===== src/source/rvPkg.sv =====
`default_nettype none

package rvPkg;

    localparam int Xlen = 32;
    localparam int RegAddrW = 5;

    // a0 in the ABI
    localparam logic [RegAddrW-1:0] A0Index = 5'd10;

    typedef enum logic [6:0] {
        opLoad   = 7'b0000011,
        opImm    = 7'b0010011,
        opStore  = 7'b0100011,
        opReg    = 7'b0110011,
        opBranch = 7'b1100011
    } opcodeE;

    typedef enum logic [3:0] {
        aluAdd = 4'd0,
        aluSub = 4'd1,
        aluAnd = 4'd2,
        aluOr  = 4'd3,
        aluSlt = 4'd4
    } aluOpE;

    typedef enum logic [1:0] {
        immI = 2'd0,
        immS = 2'd1,
        immB = 2'd2
    } immSrcE;

endpackage

`default_nettype wire


===== src/source/signExtend.sv =====
`default_nettype none

module signExtend (
    input  logic [rvPkg::Xlen-1:0] instr,
    input  rvPkg::immSrcE          immSrc,
    output logic [rvPkg::Xlen-1:0] immOp
);
    import rvPkg::*;

    logic sign;

    assign sign = instr[31];

    always_comb begin
        case (immSrc)
            immI: immOp = {{20{sign}}, instr[31:20]};
            immS: immOp = {{20{sign}}, instr[31:25], instr[11:7]};
            // Branch offsets are in halfwords
            immB: immOp = {{19{sign}}, sign, instr[7], instr[30:25], instr[11:8], 1'b0};
            default: immOp = '0;
        endcase
    end

endmodule

`default_nettype wire


===== config.mk =====
export PLATFORM = sky130hd
export DESIGN_NAME = signExtend
export DESIGN_NICKNAME = d
export VERILOG_FILES = /design/src/source/rvPkg.sv /design/src/source/signExtend.sv
export SDC_FILE = /design/constraint.sdc
export NUM_CORES = 1
export LEC_CHECK = 0
export ABC_CLOCK_PERIOD_IN_PS = 2700
export BUFFER_PORTS_ARGS = -buffer_cell sky130_fd_sc_hd__buf_2
export CAP_MARGIN = 40
export CELL_PAD_IN_SITES_DETAIL_PLACEMENT = 0
export CELL_PAD_IN_SITES_GLOBAL_PLACEMENT = 2
export CORE_AREA = 2 2 61 63
export DETAILED_ROUTE_END_ITERATION = 16
export DIE_AREA = 0 0 63 65
export PLACE_DENSITY_LB_ADDON = 0.1
export SYNTH_ARGS = -nofsm -noshare
export SYNTH_HDL_FRONTEND = slang
export SYNTH_SLANG_ARGS = --single-unit

===== constraint.sdc =====
create_clock -name vclk -period 2.7
set_clock_uncertainty 0.05 [all_clocks]
set_input_delay 0.54 -clock vclk [all_inputs]
set_output_delay 0.54 -clock vclk [all_outputs]
set_load 0.1 [all_outputs]

# Word level (Yosys, flattened, before mapping)
# Cells that the tools add are included.
[totals] regBits=0 latch_bits=0 ramBits=0 romBits=0 out_inout_bits=32 word_cells=4 memories=0
[classes] n_addsub=0 n_mul=0 n_div=0 order_cmp=0 n_eq_ne=2 n_shift=0 mux=1 bitwise_logic=0 n_reduce_logical=1
[ops] operator="case mux 32 bit (3 select lines)" n=1
[ops] operator="== test 2 x 1 -> 1 bit, second input constant" n=1
[ops] operator="== test 2 bit, second input constant" n=1
[ops] operator="logical NOT 2 bit" n=1

# Logic depth before layout (Yosys ltp)
[depth] depth_word=2 depth_mapped=3

# Worst setup path before layout
# No wires, ideal clock.
[synth_timing] path_type="input to output" startpoint="in immSrc[1]" endpoint="out immOp[13] in the netlist's numbering" t_arrival_ps=3407 required_ps=2110 path_slack_ps=-1297 cell_stages=3 cell_sequence="buf_6 a21oi_1 buf_4"
[synth_between] elab_chain_cells=2 elab_cells_between_ends=4 classes_between="eq/ne: 2; mux: 1; reduce/logical: 1"
[synth_lines] element="start: declaration" line_no="signExtend.sv:5" rtl="input rvPkg::immSrcE immSrc,"
[synth_lines] element="== test 2 bit, or another cell as far along" line_no="signExtend.sv:15" rtl="case (immSrc)"
[synth_lines] element="case mux 32 bit (3 select lines) (*)" line_no="signExtend.sv:15"
[synth_lines] element="end: declaration" line_no="signExtend.sv:6" rtl="output logic [rvPkg::Xlen-1:0] immOp"
# Every way passes the cells marked *; elsewhere a longest branch is shown, timed or not.

# Worst setup path after layout
[layout_timing] startpoint="in immSrc[1]" endpoint="out immOp[24] in the netlist's numbering"
# Same word-level chain as after synthesis.

==> impl_metrics.toml <==
[place]
numPortBuffers = 51
gp_congestion = 0.563
hpwl_um = 787

[routing]
wl_um = 931
vias = 356
drc = 0
wl_per_cell_um = 7.69
viasPerCell = 2.94
ant_nets = 0
firstDrtPassIters = 2
drt_iter0_drc = 10

[power]
power_density_nw_per_um2 = 619
peakVddDrop_uv = 87.7
power_leakage_nw = 0.296

[timing]
rsz0062_at_grt = "no"
fin_crit_ns = 2.22
slew_violations = 0
tns_ns = 0
worst_slew_pin_slew_ns = 0.492
finalSetupViolCount = 0
slew_headroom = 0.674
final.period_utilization = 0.822
fmaxAchievable_mhz = 450
finalHoldViolations = 0

[synthesis]
netlist_instances = 43
synth_area_um2 = 327
yosysTopAreaCell = "buf_4"
ys_seq_area_frac = 0
synth_top_area_share = 0.460
synth_area_leaders = "buf_4, mux2i_1, and2_1, o2bb2ai_1, nor2b_4"
synth.most_common_cell = "buf_4"
synth_common_cells = "buf_4, and2_1, mux2i_1, o2bb2ai_1"
synth.distinct_cells = 12
syn_area_per_cell_um2 = 7.59
synth_warnings = 0
syn-num-nets = 77

[hold_path]
holdPathStages = 3
hp-start = "instr[25]"
hold_path.class = "in -> out"
worstHoldEndpoint = "immOp[5]"

[setup_path]
slowest_stage = "buf_2"
cp_max_fo = 20
arrival_ns = 1.63
cp_slowest_stage_delay_ns = 0.50
worst_setup_path_end_kind = "output pin"
path_class = "in -> out"
path_cells = "buf_2 -> a21oi_4 -> buf_2"
critical_path.top_delay_family = "buffers and inverters"
crit_top_cell = "buf_2"
timing.critical_path.from_type = "primary input"
cp_num_buf_inv = 2
cp.required_ns = 2.11

[final_layout]
drive_gt1_frac = 0.781
layout.nets = 109
ff_latch_area_um2 = 0
insertedDiodeCount = 0
area_growth_pct = 58.2
flops_and_latches = 0
fillers = 403
fin_util = 0.148
nClkBuffers = 0

[floorplan]
core_um2 = 3500
start_util = 0.0934
rows = 22
die-area_um2 = 4100
die_y_um = 65
die_w_um = 63
ios = 66

[outcome]
status = "completed"

[global_routing]
antenna_found_initial = 0
grt_pass1_wl_um = 1340
grtUsageTotal = 0.0404
globalRouteOverflowTotal = 0
grt_max_degree = 21
grt_pass1_vias = 264

[flow_run]
drv_cap = 0

[clock_tree]
post_cts_resized = 0
post-cts-setup-buffer-count = 0
cts_hold_buf = 0
## final cells by class
| class | instances | area, um2 | share of cell area |
|---|---|---|---|
| inverter | 1 | 3.75 | 0.00726 |
| multi-input combinational | 21 | 198 | 0.383 |
| tap | 48 | 60.1 | 0.116 |
| timing repair buffer | 51 | 255 | 0.494 |
## cells in the final DEF (no fill, tap or decap)
cell	n
nor2b_4	1
a21oi_4	1
mux2i_1	5
nor2_1	1
and2_1	6
buf_2	51
o2bb2ai_2	4
inv_1	1
nand2_1	1
o21ai_1	1
nand3b_1	1
## metrics by stage
stage / cells / cell area [um2] / hold slack [ns] / total power (W) / worst slack [ns]
floorplan: 43 / 363 / 1.28 / 0.000303 / 0.0388
finish: 121 / 517 / 1.52 / 0.000320 / 0.479
CTS: 121 / 517 / 1.52 / 0.000322 / 0.436
global placement: 121 / 517 / 1.52 / 0.000323 / 0.471
global route: 121 / 517 / 1.54 / 0.000329 / 0.388
detailed placement: 121 / 517 / 1.52 / 0.000322 / 0.438
## cell families (layout without fill, tap and decap cells)
logic type	count (synthesis)	in the layout	share of synthesized area
buffers and inverters	22	52	0.506
AND/OR/NAND/NOR	10	10	0.203
multiplexers	5	5	0.153
AO/OA/AOI/OAI	6	6	0.138
## per-layer routing
metal	share of wire	global-route usage	vias up
met5	0	0	-
met4	0	0	0
met3	0.12	0.00694	0
met2	0.40	0.0665	34
met1	0.48	0.0583	136
li1	-	-	186
## report_power, final
group          internal [W]  total, W  switching (W)
Clock                     0         0              0
Combinational     0.0000441  0.000320       0.000276
Sequential                0         0              0
## worst max-delay path by stage
| stage | start | to | slack, ns | depth (start not counted) |
|---|---|---|---|---|
| after floorplan | immSrc[0] | immOp[0] | 0.04 | 3 |
| after global placement | immSrc[0] | immOp[3] | 0.47 | 4 |
| after detailed placement | immSrc[1] | immOp[22] | 0.44 | 3 |
| after CTS | immSrc[1] | immOp[22] | 0.44 | 3 |
| after global routing | immSrc[1] | immOp[25] | 0.39 | 3 |
| final | immSrc[1] | immOp[24] | 0.48 | 3 |
Note: power is estimated with default switching activity, not from simulation.
