File: config.mk
export PLATFORM = sky130hd
export DESIGN_NAME = controlUnit
export DESIGN_NICKNAME = d
export VERILOG_FILES = /design/src/source/rvPkg.sv /design/src/source/controlUnit.sv
export SDC_FILE = /design/constraint.sdc
export NUM_CORES = 1
export LEC_CHECK = 0
export ABC_AREA = 1
export BUFFER_PORTS_ARGS = -buffer_cell sky130_fd_sc_hd__buf_2
export CAP_MARGIN = 5
export CORE_AREA = 10 10 47 49
export DETAILED_ROUTE_END_ITERATION = 8
export DIE_AREA = 0 0 57 59
export PLACE_DENSITY = 0.61
export SLEW_MARGIN = 20
export SYNTH_ARGS = -nofsm -noshare
export SYNTH_HDL_FRONTEND = slang
export SYNTH_SLANG_ARGS = --single-unit
export TNS_END_PERCENT = 5
File: constraint.sdc
create_clock -name vclk -period 0.8
set_input_delay 0.04 -clock vclk [all_inputs]
set_output_delay 0.04 -clock vclk [all_outputs]
set_load 0.03 [all_outputs]
File: src/source/rvPkg.sv
`default_nettype none

package rvPkg;

    localparam int Xlen = 32;
    localparam int RegAddrW = 5;

    // a0 in the ABI
    localparam logic [RegAddrW-1:0] A0Index = 5'd10;

    typedef enum logic [6:0] {
        opLoad   = 7'b0000011,
        opImm    = 7'b0010011,
        opStore  = 7'b0100011,
        opReg    = 7'b0110011,
        opBranch = 7'b1100011
    } opcodeE;

    typedef enum logic [3:0] {
        aluAdd = 4'd0,
        aluSub = 4'd1,
        aluAnd = 4'd2,
        aluOr  = 4'd3,
        aluSlt = 4'd4
    } aluOpE;

    typedef enum logic [1:0] {
        immI = 2'd0,
        immS = 2'd1,
        immB = 2'd2
    } immSrcE;

endpackage

`default_nettype wire

File: src/source/controlUnit.sv
`default_nettype none

module controlUnit (
    input  logic [rvPkg::Xlen-1:0] instr,
    input  logic                   eq,
    output logic                   regWrite,
    output logic                   memWrite,
    output logic                   resultSrc,
    output logic                   aluSrc,
    output rvPkg::aluOpE           aluOp,
    output rvPkg::immSrcE          immSrc,
    output logic                   pcSrc
);
    import rvPkg::*;

    opcodeE     opcode;
    logic [2:0] funct3;
    logic       funct7b5;

    assign opcode = opcodeE'(instr[6:0]);
    assign funct3 = instr[14:12];
    assign funct7b5 = instr[30];

    always_comb begin
        // Unknown encodings fall through as a no-op
        regWrite = 1'b0;
        memWrite = 1'b0;
        resultSrc = 1'b0;
        aluSrc = 1'b0;
        aluOp = aluAdd;
        immSrc = immI;
        pcSrc = 1'b0;
        case (opcode)
            opReg: begin
                regWrite = 1'b1;
                case (funct3)
                    3'b000: aluOp = funct7b5 ? aluSub : aluAdd;
                    3'b111: aluOp = aluAnd;
                    3'b110: aluOp = aluOr;
                    3'b010: aluOp = aluSlt;
                    default: regWrite = 1'b0;
                endcase
            end
            opImm: begin
                // Only addi in the subset
                regWrite = (funct3 == 3'b000);
                aluSrc = 1'b1;
            end
            opLoad: begin
                regWrite = 1'b1;
                resultSrc = 1'b1;
                aluSrc = 1'b1;
            end
            opStore: begin
                memWrite = 1'b1;
                aluSrc = 1'b1;
                immSrc = immS;
            end
            opBranch: begin
                aluOp = aluSub;
                immSrc = immB;
                case (funct3)
                    3'b000: pcSrc = eq;
                    3'b001: pcSrc = !eq;
                    default: pcSrc = 1'b0;
                endcase
            end
            default: ;
        endcase
    end

endmodule

`default_nettype wire

== Word level (Yosys, flattened, before mapping) ==
Cells that the tools add are included.

* Eq/ne operators: 9
* Mux-type cells: 11
* Reduce and logical (&&, ||, !) cells: 4

{| class="wikitable"
|+ Operator list
! operator !! count
|-
| $eq 7x6->1 const B || 2
|-
| $pmux 3 s4 || 1
|-
| $eq 7x2->1 const B || 1
|-
| $eq 7x5->1 const B || 1
|-
| $eq 7x7->1 const B || 1
|-
| $eq 3x3->1 const B || 2
|-
| $mux 1 || 6
|-
| $pmux 3 s2 || 1
|-
| $pmux 2 s2 || 1
|-
| $reduce_or 4->1 || 1
|-
| $eq 3x1->1 const B || 1
|-
| $eq 3x2->1 const B || 1
|-
| $logic_not 3->1 || 1
|-
| $pmux 1 s3 || 1
|-
| $reduce_or 3->1 || 1
|-
| $pmux 1 s2 || 1
|-
| $logic_not 1->1 || 1
|}

* Register bits after elaboration: 0
* Output and inout port bits: 11

== Depth between registers and ports, before layout ==
* Word-level depth: 4
* Depth in mapped cells: 6
* Depth with buffers taken out: 6

== Worst setup path after synthesis ==
No wires, ideal clock.

* Path type: in2out
* From: input instr[3] in the netlist's numbering
* To: output resultSrc
* Arrival: 0.913 ns
* Required time: 0.760 ns
* Path slack: -0.153 ns
* Stages on the path: 3
* Path buffers: 0
* Cell sequence: nor2_2 -> nand2_4 -> nor3_1

* Word-level cells in the longest chain between the ends: 2

{| class="wikitable"
|+ RTL lines
! item !! line !! text
|-
| start, declared || controlUnit.sv:4 || <nowiki>input logic [rvPkg::Xlen-1:0] instr,</nowiki>
|-
| $eq 7x2->1 || controlUnit.sv:33 || <nowiki>case (opcode)</nowiki>
|-
| $mux 1 || controlUnit.sv:33 ||
|-
| end, declared || controlUnit.sv:8 || <nowiki>output logic resultSrc,</nowiki>
|}

Every way passes these cells.

== Worst setup path after layout ==
* From: input instr[2] in the netlist's numbering
* To: output aluOp[2]

* Word-level cells in the longest chain between the ends: 2
* Elaborated cells between the ends (all ways): 3
* Those cells by class: 2 x eq/ne; 1 x mux

{| class="wikitable"
|+ RTL lines
! item !! line !! text
|-
| $eq 7x7->1 or $eq 7x6->1 (tied branches) || controlUnit.sv:33 ||
|-
| $pmux 3 s2 (*) || controlUnit.sv:33 ||
|-
| end, declared || controlUnit.sv:10 || <nowiki>output rvPkg::aluOpE aluOp,</nowiki>
|}

Mark *: on every way between the ends. The rest lies on a longest branch, timed or not.

==> reports/metrics.cfg <==
[placed_design]
dp_cells=89
dp_slack_ns=-0.0683
gp_congestion=0.679
io_buffer_count=22
hpwlAfterDp_um=748

[routing]
wl_um=857
routedWlPerCell_um=9.52
drc=0
drtIter0Drc=1
drtAntennaViolNets=0
first_pass_iters=3
vias=340
viasPerCell=3.78

[synthesis]
synth_cells=47
ys_warn_count=0
syn_nets=80
synth.distinct_cells=15
ys_seq_area_frac=0
avgSynthCellArea_um2=4.61
syn_area_um2=216

[sta]
hold_viol_final=0
rsz0062_at_grt=yes
fin_crit_ns=0.801
hold_slack_ns=0.416
slew_viol_final=0
setup_ws_ns=-0.00126
timing.final.crit_share=1.00
max_freq_mhz=1250
setup_violations=1

[pwr]
power_mw=0.153
p_leak_nw=0.263
power.density_nw_per_um2=326
irDropWorstVdd_mv=0.119

[worst_setup_path]
critPathKind=input pin to primary output
cp_max_fo=5
crit_buf_inv=3
arrival_ns=0.76
cp_slowest_stage_delay_ns=0.16
cp_slowest_cell=buf_4
cpLargestDelayFamily=simple AND/OR/NAND/NOR gates
cp.required_ns=0.76
critPathLaunchType=input pin
worstSetupEndpointType=primary output
crit_top_cell=nor2_4
path_cells=buf_8, nor2_4, nand2_4, nor2_4, inv_2, nor2_1, buf_4

[run_status]
status=finished with violations
violations=negative setup slack

[floorplan]
die_w_um=57
io_pins=44
initial_utilization=0.154
row_count=14
die_y_um=59
coreArea_um2=1400
die-area_um2=3360

[finish]
layout_commonest_cell=nand2_1
fin_nets=109
clock_buffers=0
syn_to_final_growth_pct=116
final_util=0.334
final_cell_mix=nand2_1, buf_2, buf_4
n_sequential_cell=0
layout-drive-gt1-share=0.581
fill_cells=166
instances_no_fill=90
antenna_cells=0
regArea_um2=0

[hold_path]
hold_path.class=input pin to primary output
hold_path_depth=3
hp-start=instr[5]
worstHoldEndpoint=aluSrc

[run]
cap_violations=0

[global_route]
grt_pass1_vias=357
antenna_found_initial=0
grt_overflow=0
grt_use_total=0.0479
grt_max_degree=6
grt_pass1_wl_mm=1.43

[clock_tree]
hold_buffers=0

[what timing repair did]
item                       4_1_cts  5_1_grt
setup endpoints to repair        7       10
buffers inserted                 0        1
gates resized for setup          9       20
pin swaps                        1        4
[how the worst max path moves through the flow]
stage	startpoint	end	slack (ns)	depth (start not counted)
finish	instr[2]	aluOp[2]	-0.001	7
global route	instr[2]	aluOp[2]	-0.06	7
CTS	instr[6]	aluOp[1]	-0.01	7
detailed placement	instr[2]	pcSrc	-0.07	7
global placement	instr[2]	pcSrc	-0.05	7
floorplan	instr[3]	aluOp[1]	-0.03	5
[cells by family (layout without fill, tap and decap cells)]
kind of cell / after synthesis / count (layout) / share of synthesized area
and+or+nand+nor: 34 / 34 / 0.723
buffers and inverters: 9 / 36 / 0.173
AOI/OAI and AO/OA: 2 / 2 / 0.0462
other: 1 / 1 / 0.0173
xor gates and xnor gates: 1 / 1 / 0.0405
[final cells by class]
cell class                 instances  area, um^2  area share
inverter                           8        30.0      0.0642
multi-input combinational         38         209       0.447
timing repair buffer              28         209       0.447
tap                               16        20.0      0.0428
[worst min-delay path: stages]
cell and delay (ns):
buf_2 0.11, a21oi_1 0.07, buf_4 0.16
[cell usage after synthesis (3+ instances only)]
library cell | number | area share
nand2_1 | 16 | 0.28
nor2_1 | 10 | 0.17
inv_1 | 7 | 0.12
nand3_1 | 3 | 0.069
[metrics by stage]
step           area (um^2)   TNS, ns
6_report               468  -0.00126
5_1_grt                468    -0.282
4_1_cts                409   -0.0197
3_5_place_dp           382    -0.290
3_3_place_gp           382    -0.191
2_1_floorplan          221   -0.0626
[routing by layer]
metal  up-vias  wire length (um)  global-route usage
li1        193                 -                   -
met3         0                91              0.0258
met4         0                 0                   0
met2        14               392              0.0868
met5         -                 0                   0
met1       133               374              0.0509
[power by group]
group	internal [mW]	total (mW)	switching (mW)	leakage, nW
logic	0.0715	0.153	0.0812	0.263
clock network	0	0	0	0
registers	0	0	0	0
Power figures use the tool's default switching activity.
