`src/source/rvPkg.sv`:
```
`default_nettype none

package rvPkg;

    localparam int Xlen = 32;
    localparam int RegAddrW = 5;

    // a0 in the ABI
    localparam logic [RegAddrW-1:0] A0Index = 5'd10;

    typedef enum logic [6:0] {
        opLoad   = 7'b0000011,
        opImm    = 7'b0010011,
        opStore  = 7'b0100011,
        opReg    = 7'b0110011,
        opBranch = 7'b1100011
    } opcodeE;

    typedef enum logic [3:0] {
        aluAdd = 4'd0,
        aluSub = 4'd1,
        aluAnd = 4'd2,
        aluOr  = 4'd3,
        aluSlt = 4'd4
    } aluOpE;

    typedef enum logic [1:0] {
        immI = 2'd0,
        immS = 2'd1,
        immB = 2'd2
    } immSrcE;

endpackage

`default_nettype wire

```
`src/source/alu.sv`:
```
`default_nettype none

module alu (
    input  logic [rvPkg::Xlen-1:0] rd1,
    input  logic [rvPkg::Xlen-1:0] rd2,
    input  logic [rvPkg::Xlen-1:0] immOp,
    input  logic                   aluSrc,
    input  rvPkg::aluOpE           aluOp,
    output logic [rvPkg::Xlen-1:0] aluOut,
    output logic                   eq
);
    import rvPkg::*;

    logic [Xlen-1:0] opB;
    logic [Xlen-1:0] diff;
    logic            lessThan;

    assign opB = aluSrc ? immOp : rd2;
    assign diff = rd1 - opB;
    assign lessThan = $signed(rd1) < $signed(opB);

    // Branches compare through the subtractor
    assign eq = (diff == '0);

    always_comb begin
        case (aluOp)
            aluAdd: aluOut = rd1 + opB;
            aluSub: aluOut = diff;
            aluAnd: aluOut = rd1 & opB;
            aluOr:  aluOut = rd1 | opB;
            aluSlt: aluOut = {{(Xlen-1){1'b0}}, lessThan};
            default: aluOut = '0;
        endcase
    end

endmodule

`default_nettype wire

```
`config.mk`:
```
export PLATFORM = sky130hd
export DESIGN_NAME = alu
export DESIGN_NICKNAME = d
export VERILOG_FILES = /design/src/source/rvPkg.sv /design/src/source/alu.sv
export SDC_FILE = /design/constraint.sdc
export NUM_CORES = 1
export LEC_CHECK = 0
export ABC_AREA = 0
export ABC_CLOCK_PERIOD_IN_PS = 7400
export CORE_AREA = 2 2 110 112
export DETAILED_ROUTE_END_ITERATION = 10
export DIE_AREA = 0 0 112 114
export DONT_BUFFER_PORTS = 1
export GPL_TIMING_DRIVEN = 1
export SLEW_MARGIN = 10
export SYNTH_ARGS = -nofsm -noshare
export SYNTH_HDL_FRONTEND = slang
export SYNTH_SLANG_ARGS = --single-unit
```
`constraint.sdc`:
```
create_clock -name vclk -period 7.4
set_clock_uncertainty 0.15 [all_clocks]
set_input_delay 1.11 -clock vclk [all_inputs]
set_output_delay 1.11 -clock vclk [all_outputs]
set_load 0.1 [all_outputs]
```
Word-level counts from Yosys, hierarchy flattened
Cells that the tools add are included.
Storage, ports and cells
  register bits after elaboration: 0
  bits of input ports: 101
  output and inout port bits: 33
  logic and storage cells: 13
Cells by class
  add/subtract/negate cells: 2
  order comparisons: 1
  eq/ne operators: 4
  mux-type cells: 2
  bitwise operators: 2
  reduce and logical (&&, ||, !) cells: 2
Operator list (count)
  32-bit one-hot mux with 5 select lines: 1
  32-bit adder: 1
  32-bit AND: 1
  32-bit zero test: 1
  32-bit less-than comparator: 1
  32-bit 2-to-1 mux: 1
  32-bit bitwise OR: 1
  32-bit subtractor: 1
  4-bit by 2-bit == test with 1-bit output (second input constant): 2
  4-bit by 1-bit == test with 1-bit output (second input constant): 1
  4-bit by 3-bit == test with 1-bit output (second input constant): 1
  4-bit zero test: 1

Depth between registers and ports, before layout
  word-level depth: 3
  gate-level depth with buffers: 17

Worst setup path before layout
Ideal clock, no wire load.
  kind: in2out
  start point: in aluSrc
  end point: out eq
  data arrival time: 6.455 ns
  data required time: 6.140 ns
  slack: -0.315 ns
  stages on the path: 16
  path through: clkbuf_1 > buf_1 > mux2i_1 > inv_1 > ha_1 > fa_1 > or2_4 > a21oi_2 > o22a_1 > a2bb2oi_1 > a221o_2 > a221o_2 > a2111oi_2 > nand4_1 > or4_1 > nor4_2
Between the ends
  longest elaborated chain between the ends: 3
Ends and longest elaborated chain
  start: declaration: RTL line alu.sv:7  | input logic aluSrc,
  32-bit 2-to-1 mux: RTL line alu.sv:18  | assign opB = aluSrc ? immOp : rd2;
  32-bit subtractor: RTL line alu.sv:19  | assign diff = rd1 - opB;
  32-bit zero test: RTL line alu.sv:23  | assign eq = (diff == '0);
  end: declaration: RTL line alu.sv:10  | output logic eq
Every way passes these cells.

Worst setup path after layout
Ends and elaborated chain as after synthesis.

==> results.sh <==
export IMPL_hold_end="aluOut[29]"
export IMPL_boundaryPins=134
export IMPL_seq_cell_count=0
export IMPL_detail_route_iter0_violations=478
export IMPL_fin_worst_hold_slack_ns=2.46
export IMPL_fraction_of_layout_cells_with_a_size_suffix_above_1_pct=12.3
export IMPL_postCtsSetupBuffers=0
export IMPL_cts_resized=0
export IMPL_syn_avg_cell_area_um2=6.93
export IMPL_worst_endpoint_arrival_ns=5.03
export IMPL_dpl_hpwl_um=15100
export IMPL_cp_required_ns=6.14
export IMPL_timing_hold_worst_path_depth=3
export IMPL_path_max_fanout=32
export IMPL_timing_critical_path_slowest_stage_cell="sky130_fd_sc_hd__or4_1"
export IMPL_worst_hold_check_path_type="in2out"
export IMPL_antenna_diode_count=0
export IMPL_maxSlewHeadroom_pct=40.8
export IMPL_grt_start_max_net_pins=47
export IMPL_syn_inst=824
export IMPL_grt_antenna_before_repair=0
export IMPL_setup_total_negative_slack_ns=0
export IMPL_post_synth_num_cell_types=90
export IMPL_most_common_layout_cells="sky130_fd_sc_hd__ha_1, sky130_fd_sc_hd__inv_1, sky130_fd_sc_hd__nor2_1"
export IMPL_yosysSeqAreaShare_pct=0
export IMPL_place_gp_congestion=0.938
export IMPL_multi_input_area_mm2=0.00528
export IMPL_post_route_util_pct=52.0
export IMPL_gr_total_overflow=0
export IMPL_worst_slew_pin_transition_ns=0.888
export IMPL_number_of_antenna_violating_nets_in_the_routed_design=0
export IMPL_startpoint_of_the_most_critical_hold_path="aluOp[0]"
export IMPL_route_detailed_drc=0
export IMPL_cellLeakagePower_nw=2.79
export IMPL_vias_per_cell=6.45
export IMPL_ratio_of_final_minimum_period_to_clock_period_pct=84.9
export IMPL_finalCriticalPeriod_ns=6.29
export IMPL_slew_violations=0
export IMPL_endpoint_kind="primary output"
export IMPL_die_h_um=114
export IMPL_final_seq_area_um2=0
export IMPL_finalSetupViolations=0
export IMPL_core_region_mm2=0.0117
export IMPL_p_total_mw=0.701
export IMPL_routed_via_count=6176
export IMPL_hold_buffers=0
export IMPL_start_util_pct=48.7
export IMPL_maxCapViolations=0
export IMPL_layout_cells_most_common="sky130_fd_sc_hd__ha_1"
export IMPL_flow_area_growth_from_synthesis_pct=6.73
export IMPL_critPathMostFrequentCell="sky130_fd_sc_hd__nand4_1"
export IMPL_num_clock_buffers=0
export IMPL_unrepaired_setup_endpoints_after_global_routing="false"
export IMPL_detail_route_first_pass_iterations=7
export IMPL_critical_path_cell_chain="mux2i_1 > inv_1 > ha_1 > fa_1 > or2_4 > a22oi_1 > nand4_1 > a221o_1 > nor4_1 > nand4_1 > a2111oi_2 > nand4_1 > or4_1 > nor4_4 > buf_4"
export IMPL_port_buffers=0
export IMPL_number_of_global_route_vias_before_repair=5876
export IMPL_aggregate_global_route_resource_usage_pct=28.8
export IMPL_die_width_um=112
export IMPL_fp_dieArea_mm2=0.0128
export IMPL_max_clock_freq_mhz=159
export IMPL_critical_path_startpoint_type="primary input"
export IMPL_vdd_ir_drop_worst_uv=65.1
export IMPL_ys_warn_count=0
export IMPL_power_density_cell_area_mw_per_mm2=115
export IMPL_totalWireLength_um=19400
export IMPL_run_status="completed"
export IMPL_row_count=40
export IMPL_first_pass_grt_wire_length_um=30700
export IMPL_synth_fp_nets=1029
export IMPL_route_detailed_wl_per_inst_um=20.3
export IMPL_final_net_count=1017
export IMPL_cpPeakStageDelay_ns=0.62
export IMPL_final_fill_count=1188
export IMPL_syn_cell_area_mm2=0.00571
export IMPL_critical_path_class="in2out"
export IMPL_hold_viol_final=0
[worst max path at each step]
stage | start | end | slack, ns | cells after the start
final | aluSrc | eq | 1.11 | 15
after global routing | aluSrc | eq | 0.76 | 15
after CTS | aluSrc | eq | 1.10 | 15
after detailed placement | aluSrc | eq | 1.14 | 15
after global placement | aluSrc | eq | 1.15 | 12
after floorplan | aluSrc | aluOut[26] | 0.23 | 16
[power by group]
group	switching (mW)	internal, mW	total [mW]
clock network	0	0	0
logic	0.469	0.232	0.701
registers	0	0	0
total	0.469	0.232	0.701
[final cells by class]
class / instances / share of cell area, %
repair buffers: 34 / 4.19
well taps: 147 / 3.02
inverters: 98 / 6.04
multi-input cells: 678 / 86.8
[per-stage QoR]
| stage | instance area (µm²) | setup WS, ns | std cells |
|---|---|---|---|
| after floorplan | 5720 | 0.233 | 824 |
| after global placement | 6090 | 1.15 | 957 |
| after detailed placement | 6090 | 1.14 | 957 |
| after CTS | 6090 | 1.10 | 957 |
| after global routing | 6090 | 0.762 | 957 |
| final | 6090 | 1.11 | 957 |
[logic make-up (layout without fill, tap and decap cells)]
| kind of cell | count (synthesis) | count (layout) | share of synthesized area, % |
|---|---|---|---|
| AO/OA/AOI/OAI | 262 | 262 | 33.1 |
| AND/OR/NAND/NOR | 236 | 236 | 20.6 |
| buffers and inverters | 146 | 132 | 10.7 |
| adder cells (fa/ha/maj) | 104 | 104 | 23.1 |
| multiplexers | 41 | 41 | 7.24 |
| XOR/XNOR | 35 | 35 | 5.37 |
[critical path: cells and delay by family]
kind	cells	cell delay, ns
adders and majority gates	2	0.69
muxes	1	0.23
AOI/OAI and AO/OA	3	0.75
buffers and inverters	2	0.41
and+or+nand+nor	7	1.81
[synthesized netlist by cell type, drive strengths merged, types with 3 or more instances]
library cell | number | area (µm²)
ha | 102 | 1280
inv | 96 | 360
nor2 | 67 | 251
nand2 | 62 | 233
a21oi | 61 | 313
o21ai | 49 | 245
mux2i | 39 | 390
clkbuf | 34 | 168
xnor2 | 32 | 280
o221ai | 29 | 278
nor3 | 21 | 105
buf | 14 | 73.8
o31ai | 13 | 97.6
a211oi | 12 | 90.1
a21o | 12 | 91.3
nor2b | 12 | 75.1
nand3 | 11 | 55.1
nor4 | 11 | 75.1
nand2b | 10 | 62.6
or3 | 9 | 58.8
nand4 | 8 | 50.1
o21a | 8 | 60.1
a31oi | 7 | 43.8
or4 | 7 | 57.6
a221oi | 6 | 70.1
o211ai | 6 | 45.0
o21ba | 6 | 60.1
o21bai | 6 | 48.8
a211o | 5 | 45.0
o2111ai | 5 | 43.8
o311ai | 5 | 51.3
a221o | 4 | 42.5
and4 | 3 | 27.5
o22ai | 3 | 25.0
xor2 | 3 | 26.3
[metal layers]
layer	wire, µm	vias to the layer above	track usage (%)	share of wire, %
li1	-	2955	-	-
met1	8660	2948	40.5	45
met2	9220	250	49.7	48
met3	1190	23	1.65	6.2
met4	329	0	4.63	1.7
met5	0	-	0	0
(Power assumes the default switching activity.)
