[config.mk]
export PLATFORM = sky130hd
export DESIGN_NAME = regFile
export DESIGN_NICKNAME = d
export VERILOG_FILES = /design/src/source/rvPkg.sv /design/src/source/regFile.sv
export SDC_FILE = /design/constraint.sdc
export NUM_CORES = 2
export LEC_CHECK = 0
export BUFFER_PORTS_ARGS = -buffer_cell sky130_fd_sc_hd__buf_4
export CORE_ASPECT_RATIO = 2
export CORE_MARGIN = 1
export CORE_UTILIZATION = 45
export DETAILED_ROUTE_END_ITERATION = 12
export PLACE_DENSITY_LB_ADDON = 0.15
export SLEW_MARGIN = 40
export SYNTH_ARGS = -nofsm -noshare
export SYNTH_HDL_FRONTEND = slang
export SYNTH_SLANG_ARGS = --single-unit
[constraint.sdc]
create_clock -name clk -period 2 [get_ports clk]
set_clock_uncertainty 0.05 [all_clocks]
set_input_delay 0.2 -clock clk [delete_from_list [all_inputs] [get_ports clk]]
set_output_delay 0.2 -clock clk [all_outputs]
set_load 0.02 [all_outputs]
[src/source/rvPkg.sv]
`default_nettype none

package rvPkg;

    localparam int Xlen = 32;
    localparam int RegAddrW = 5;

    // a0 in the ABI
    localparam logic [RegAddrW-1:0] A0Index = 5'd10;

    typedef enum logic [6:0] {
        opLoad   = 7'b0000011,
        opImm    = 7'b0010011,
        opStore  = 7'b0100011,
        opReg    = 7'b0110011,
        opBranch = 7'b1100011
    } opcodeE;

    typedef enum logic [3:0] {
        aluAdd = 4'd0,
        aluSub = 4'd1,
        aluAnd = 4'd2,
        aluOr  = 4'd3,
        aluSlt = 4'd4
    } aluOpE;

    typedef enum logic [1:0] {
        immI = 2'd0,
        immS = 2'd1,
        immB = 2'd2
    } immSrcE;

endpackage

`default_nettype wire

[src/source/regFile.sv]
`default_nettype none

module regFile (
    input  logic                   clk,
    input  logic                   rstN,
    input  logic [rvPkg::Xlen-1:0] instr,
    input  logic                   regWrite,
    input  logic                   resultSrc,
    input  logic [rvPkg::Xlen-1:0] aluOut,
    input  logic [rvPkg::Xlen-1:0] readData,
    output logic [rvPkg::Xlen-1:0] rd1,
    output logic [rvPkg::Xlen-1:0] rd2,
    output logic [rvPkg::Xlen-1:0] a0
);
    import rvPkg::*;

    logic [Xlen-1:0]     regs [2**RegAddrW];
    logic [RegAddrW-1:0] rs1;
    logic [RegAddrW-1:0] rs2;
    logic [RegAddrW-1:0] rd;
    logic [Xlen-1:0]     result;

    assign rs1 = instr[19:15];
    assign rs2 = instr[24:20];
    assign rd = instr[11:7];

    // Load data or ALU result
    assign result = resultSrc ? readData : aluOut;

    assign rd1 = (rs1 == '0) ? '0 : regs[rs1];
    assign rd2 = (rs2 == '0) ? '0 : regs[rs2];
    assign a0 = regs[A0Index];

    always_ff @(posedge clk or negedge rstN) begin
        if (!rstN) begin
            for (int i = 0; i < 2**RegAddrW; i++) begin
                regs[i] <= '0;
            end
        end else if (regWrite && rd != '0) begin
            regs[rd] <= result;
        end
    end

endmodule

`default_nettype wire

### After elaboration in Yosys (flattened, before gate mapping)

Index checks and enable logic that the tools add are counted.

| cells by class | value |
|---|---|
| order comparisons | 4 |
| multiplexer cells | 12 |
| bitwise gates (word level) | 3 |
| reduce and logical (&&, ||, !) cells | 5 |

Operators with widths:

| kind | number |
|---|---|
| $bwmux W1024 | 1 |
| $bmux W32 S5 | 2 |
| $mux W32 | 8 |
| $demux W32 S5 | 1 |
| $ge A6 B6 Y1 const B | 3 |
| $not A5 Y6 | 3 |
| $logic_not A5 Y1 | 2 |
| $lt A6 B1 Y1 const B | 1 |
| $reduce_bool A5 Y1 | 1 |
| $logic_and A1 B1 Y1 | 2 |

| storage, ports and cells | value |
|---|---|
| bits in registers | 1024 |
| bits of input ports | 100 |
| output and inout bits | 96 |
| logic and storage cells | 56 |

### Longest topological paths before layout

| logic depth | value |
|---|---|
| word-level depth | 6 |
| mapped depth | 7 |
| gate-level depth less buffers | 4 |

### Least setup slack after synthesis

Ideal clock, no wire load.

| path | value |
|---|---|
| path type | input -> output |
| from | input port instr[15] in the netlist's numbering |
| to | output port rd1[22] in the netlist's numbering |
| arrival time | 1796 ps |
| data required time | 1750 ps |
| slack | -46 ps |
| cell stages on the path | 7 |
| path buffers | 3 |
| path through | buf_4 -> buf_6 -> and2b_4 -> buf_6 -> a221oi_1 -> o21ai_0 -> a311oi_1 |

| on the way | value |
|---|---|
| longest elaborated chain between the ends | 5 |
| elaborated cells between the ends (all ways) | 6 |
| classes of those cells | mux (4); bitwise (1); reduce/logical (1) |

Ends and longest elaborated chain:

| what | line | text |
|---|---|---|
| start, declared | regFile.sv:6 | `input logic [rvPkg::Xlen-1:0] instr,` |
| $not A5 Y6 (implied by the code) | regFile.sv:30 | `assign rd1 = (rs1 == '0) ? '0 : regs[rs1];` |
| $bmux W32 S5 | regFile.sv:30 |  |
| $mux W32 (implied by the code) (2 in a row) | regFile.sv:30 |  |
| $mux W32 * | regFile.sv:30 |  |
| end, declared | regFile.sv:11 | `output logic [rvPkg::Xlen-1:0] rd1,` |

Mark *: on every way between the ends. The rest lies on a longest branch, timed or not. The select of a mux whose other input is x is not followed.

### Worst setup path in the final report

| path | value |
|---|---|
| from | register regs[653] in the netlist's numbering |
| to | output port rd1[13] in the netlist's numbering |

| on the way | value |
|---|---|
| longest elaborated chain between the ends | 4 |

Ends and longest elaborated chain:

| what | line | text |
|---|---|---|
| start, declared | regFile.sv:17 | `logic [Xlen-1:0] regs [2**RegAddrW];` |
| start signal, assigned by index | regFile.sv:40 | `regs[rd] <= result;` |
| $bmux W32 S5 | regFile.sv:30 |  |
| $mux W32 (implied by the code) (2 in a row) | regFile.sv:30 |  |
| $mux W32 | regFile.sv:30 |  |

Every way passes these cells. The select of a mux whose other input is x is not followed.

==> run metrics <==
status=finished, violations left; violated checks=DRC, setup timing; Mapped Cells=between 4000 and 5000; fin. max-slew vios=0; Critical path buffers and inverters=3; FF-to-FF End=a0[3]; sw frac=a little under a third; Comb pwr share=roughly 28%; Non-Filler Instances=between 6000 and 7000; WL/cell=30.9 um; Overflow after GRT=0; Worst Path Required=1.75 ns; Final Cycle Share=143%; vias in the first global route=around 44000; row count=about 180; reg-to-reg setup timing slack=around 0.95 ns; fin nets=between 5000 and 6000; Chip Width=~250 um; top cells by area, synth=dfrtp_1, mux4_2, a21oi_1; fillcell total=just under 10000; GRT Util Overall=35.5%; Critical Path Sink Type=output pin; Peak VDD IR=roughly 0.00078 V; max-cap check violation count=0; Final ANT Viol Nets=0; worst-margin pin slew=around 0.75 ns; asr flop ratio synth=100%; Max-slew headroom=between 50% and 60%; worst setup margin=-0.858 ns; first-pass GRT wire length=~300 mm; Hold Fails Final Rpt=0; Yosys reg bits=a little over 1000; share of cells above drive strength 1=between 30% and 40%; Die H=just under 500 um; CTS tree=done; Synth top area share=a little under half; clock network fraction of total power=roughly 29%; htree depth=3; RR Startpoint=a0[3]; port bufs=around 180; Main synth FF type=dfrtp_1; Setup CP Type=flip-flop to output pin; final instance area=just under 70000 um2; CP most frequent cell=buf_6; CP cell instances=buf_6 -> mux4_2 -> nor2b_4 -> a211oi_4 -> buf_4 -> a311oi_4 -> buf_6; Psw=~21 mW; most instantiated cells after synthesis=dfrtp_1, nor2_1, nand2_1, mux4_2, a21oi_1; min-delay worst type=primary input to flip-flop; CP max FO=2; CTS Buf Count=97; Largest delay share family, worst path=buffers and inverters; via count=between 40000 and 50000; leakage=29.1 nW; Root Buffer=clkbuf_16; clk buf depth=3; Avg Inst Size Synth=roughly 11 um2; Setup TNS Final=-42.73 ns; EDFF count, synth=0; core area=around 120000 um2; slowest cell delay on critical path=0.45 ns; Critical Path Start=regs[653]; syn nets=between 4000 and 5000; initial antenna violation count=8; area leader, netlist=dfrtp_1; HPWL Detailed=~150 mm; Initial Util=between 40 and 50%; sequential-to-total area share from yosys stat=47.5%; top-count cell post-synth=dfrtp_1; Max Fclk=around 350 MHz; crit path DAT=about 2.6 ns; Final setup violation count=64; dpl cells=6575; Hold Startpoint=readData[31]; Via density=approximately 6.2; Warnings, synthesis=0; final wirelength=~210 mm; Ports=196; Mapped Area=around 54000 um2; Skew-Pair Late Insertion Delay=0.72 ns; Reg clk slew, reported paths=0.07 ns; Pint=approximately 46 mW; Die ar.=~120000 um2; critical path's slowest cell=mux4_2; minimum clock period=2.86 ns; clock sinks=approximately 1000; power share of the sequential group=between 40% and 50%; Layout area overhead=26.4%; Placed Area=a little over 60000 um2; largest net degree at the start of global routing=around 120; # DRC=82; Hold Crit Depth=4; crit start category=flip-flop; DRT Pass-1 Iters=9; RSZ-0062 raised after global routing=yes; cells on worst reg2reg path=4; pwr/cell area=between 900 and 1000 nW/um2; GPL Wtd Cong=0.916; Synth cell types=just over 40; Hold Path Sink=regs[319]; DRT iter0 DRCs=3933
worst max path at each step:
stage | endpoint | depth (start not counted)
finish | rd1[13] | 7
global route | rd1[13] | 7
CTS | rd1[13] | 7
detailed placement | rd1[18] | 9
global placement | rd1[13] | 9
floorplan | rd2[31] | 7
cells in the final DEF, fill, tap and decap left out, types with 55 or more instances in the layout:
master and instances:
o21ai_2 59, dlygate4sd3_1 62, o21ai_1 164, buf_6 55, nor2_1 516, a21oi_2 84, buf_4 613, a21oi_1 428
buf_12 183, a22oi_1 57, clkbuf_16 102, mux2i_1 128, dfrtp_1 1020, nand2_1 512, mux4_2 448, o21ai_0 341
final cells by class:
cell class / count / area [um2] / share of cell area, %
multi-input combinational: 3182 / 27700 / 40.7
sequential: 1024 / 25600 / 37.6
timing repair buffer: 920 / 9610 / 14.1
clock buffer: 134 / 2830 / 4.15
tap: 1538 / 1920 / 2.82
clock inverter: 37 / 460 / 0.675
inverter: 2 / 11.3 / 0.0165
antenna: 2 / 5.00 / 0.00734
worst reg2reg max path, delay by kind of cell, from the launching register on:
family                 cells  cell delay (ns)
and+or+nand+nor            1             0.06
buffers and inverters      2             0.31
DFF                        1             0.41
AOI/OAI and AO/OA          1             0.08
cell families after synthesis:
family | share of synthesized area [%]
AOI/OAI and AO/OA | 14.9
muxes | 23.0
buffers and inverters | 5.87
and+or+nand+nor | 8.76
DFF | 47.5
sequential cells by signal, indices dropped and copies added (netlist names):
signal  cells
regs      992
a0         32
stage by stage:
stage          hold slack [ns]  worst slack (ns)  util [%]  total power [mW]
6_report                0.0299            -0.858      57.3              67.0
5_1_grt                 0.0483            -0.875      57.3              69.8
4_1_cts                 0.0170            -0.908      56.9              66.8
3_5_place_dp            0.0479            -0.793      52.3              46.0
3_3_place_gp            0.0461             -1.11      52.3              45.3
2_1_floorplan           -0.146           0.00704         -              38.7
layer usage:
layer / up-vias / share of wire [%] / GRT usage (%) / wire length (um)
met5: - / 0.041 / 0 / 87
met4: 14 / 9.2 / 27.7 / 19400
met3: 732 / 6.4 / 5.94 / 13400
met2: 1959 / 50 / 59.9 / 107000
met1: 21513 / 34 / 39.5 / 71900
li1: 18285 / - / - / -
power groups by stage:
stage,clock network [mW],registers [mW],logic [mW]
final,19.7,28.7,18.6
after global placement,0,28.7,16.7
after floorplan,0,27.7,11.0
after CTS,19.9,28.6,18.3
after global routing,20.7,29.2,19.9
after detailed placement,0,29.0,17.0
repair_timing:
item / CTS / global route
pin swaps: 78 / 39
endpoints found under the setup margin: 64 / 64
setup buffers: 17 / 25
gates resized for setup: 306 / 62
hold buffers: 62 / 0
hold endpoints to repair: 1900 / 0
No activity file was read; power rests on OpenSTA's default activity.
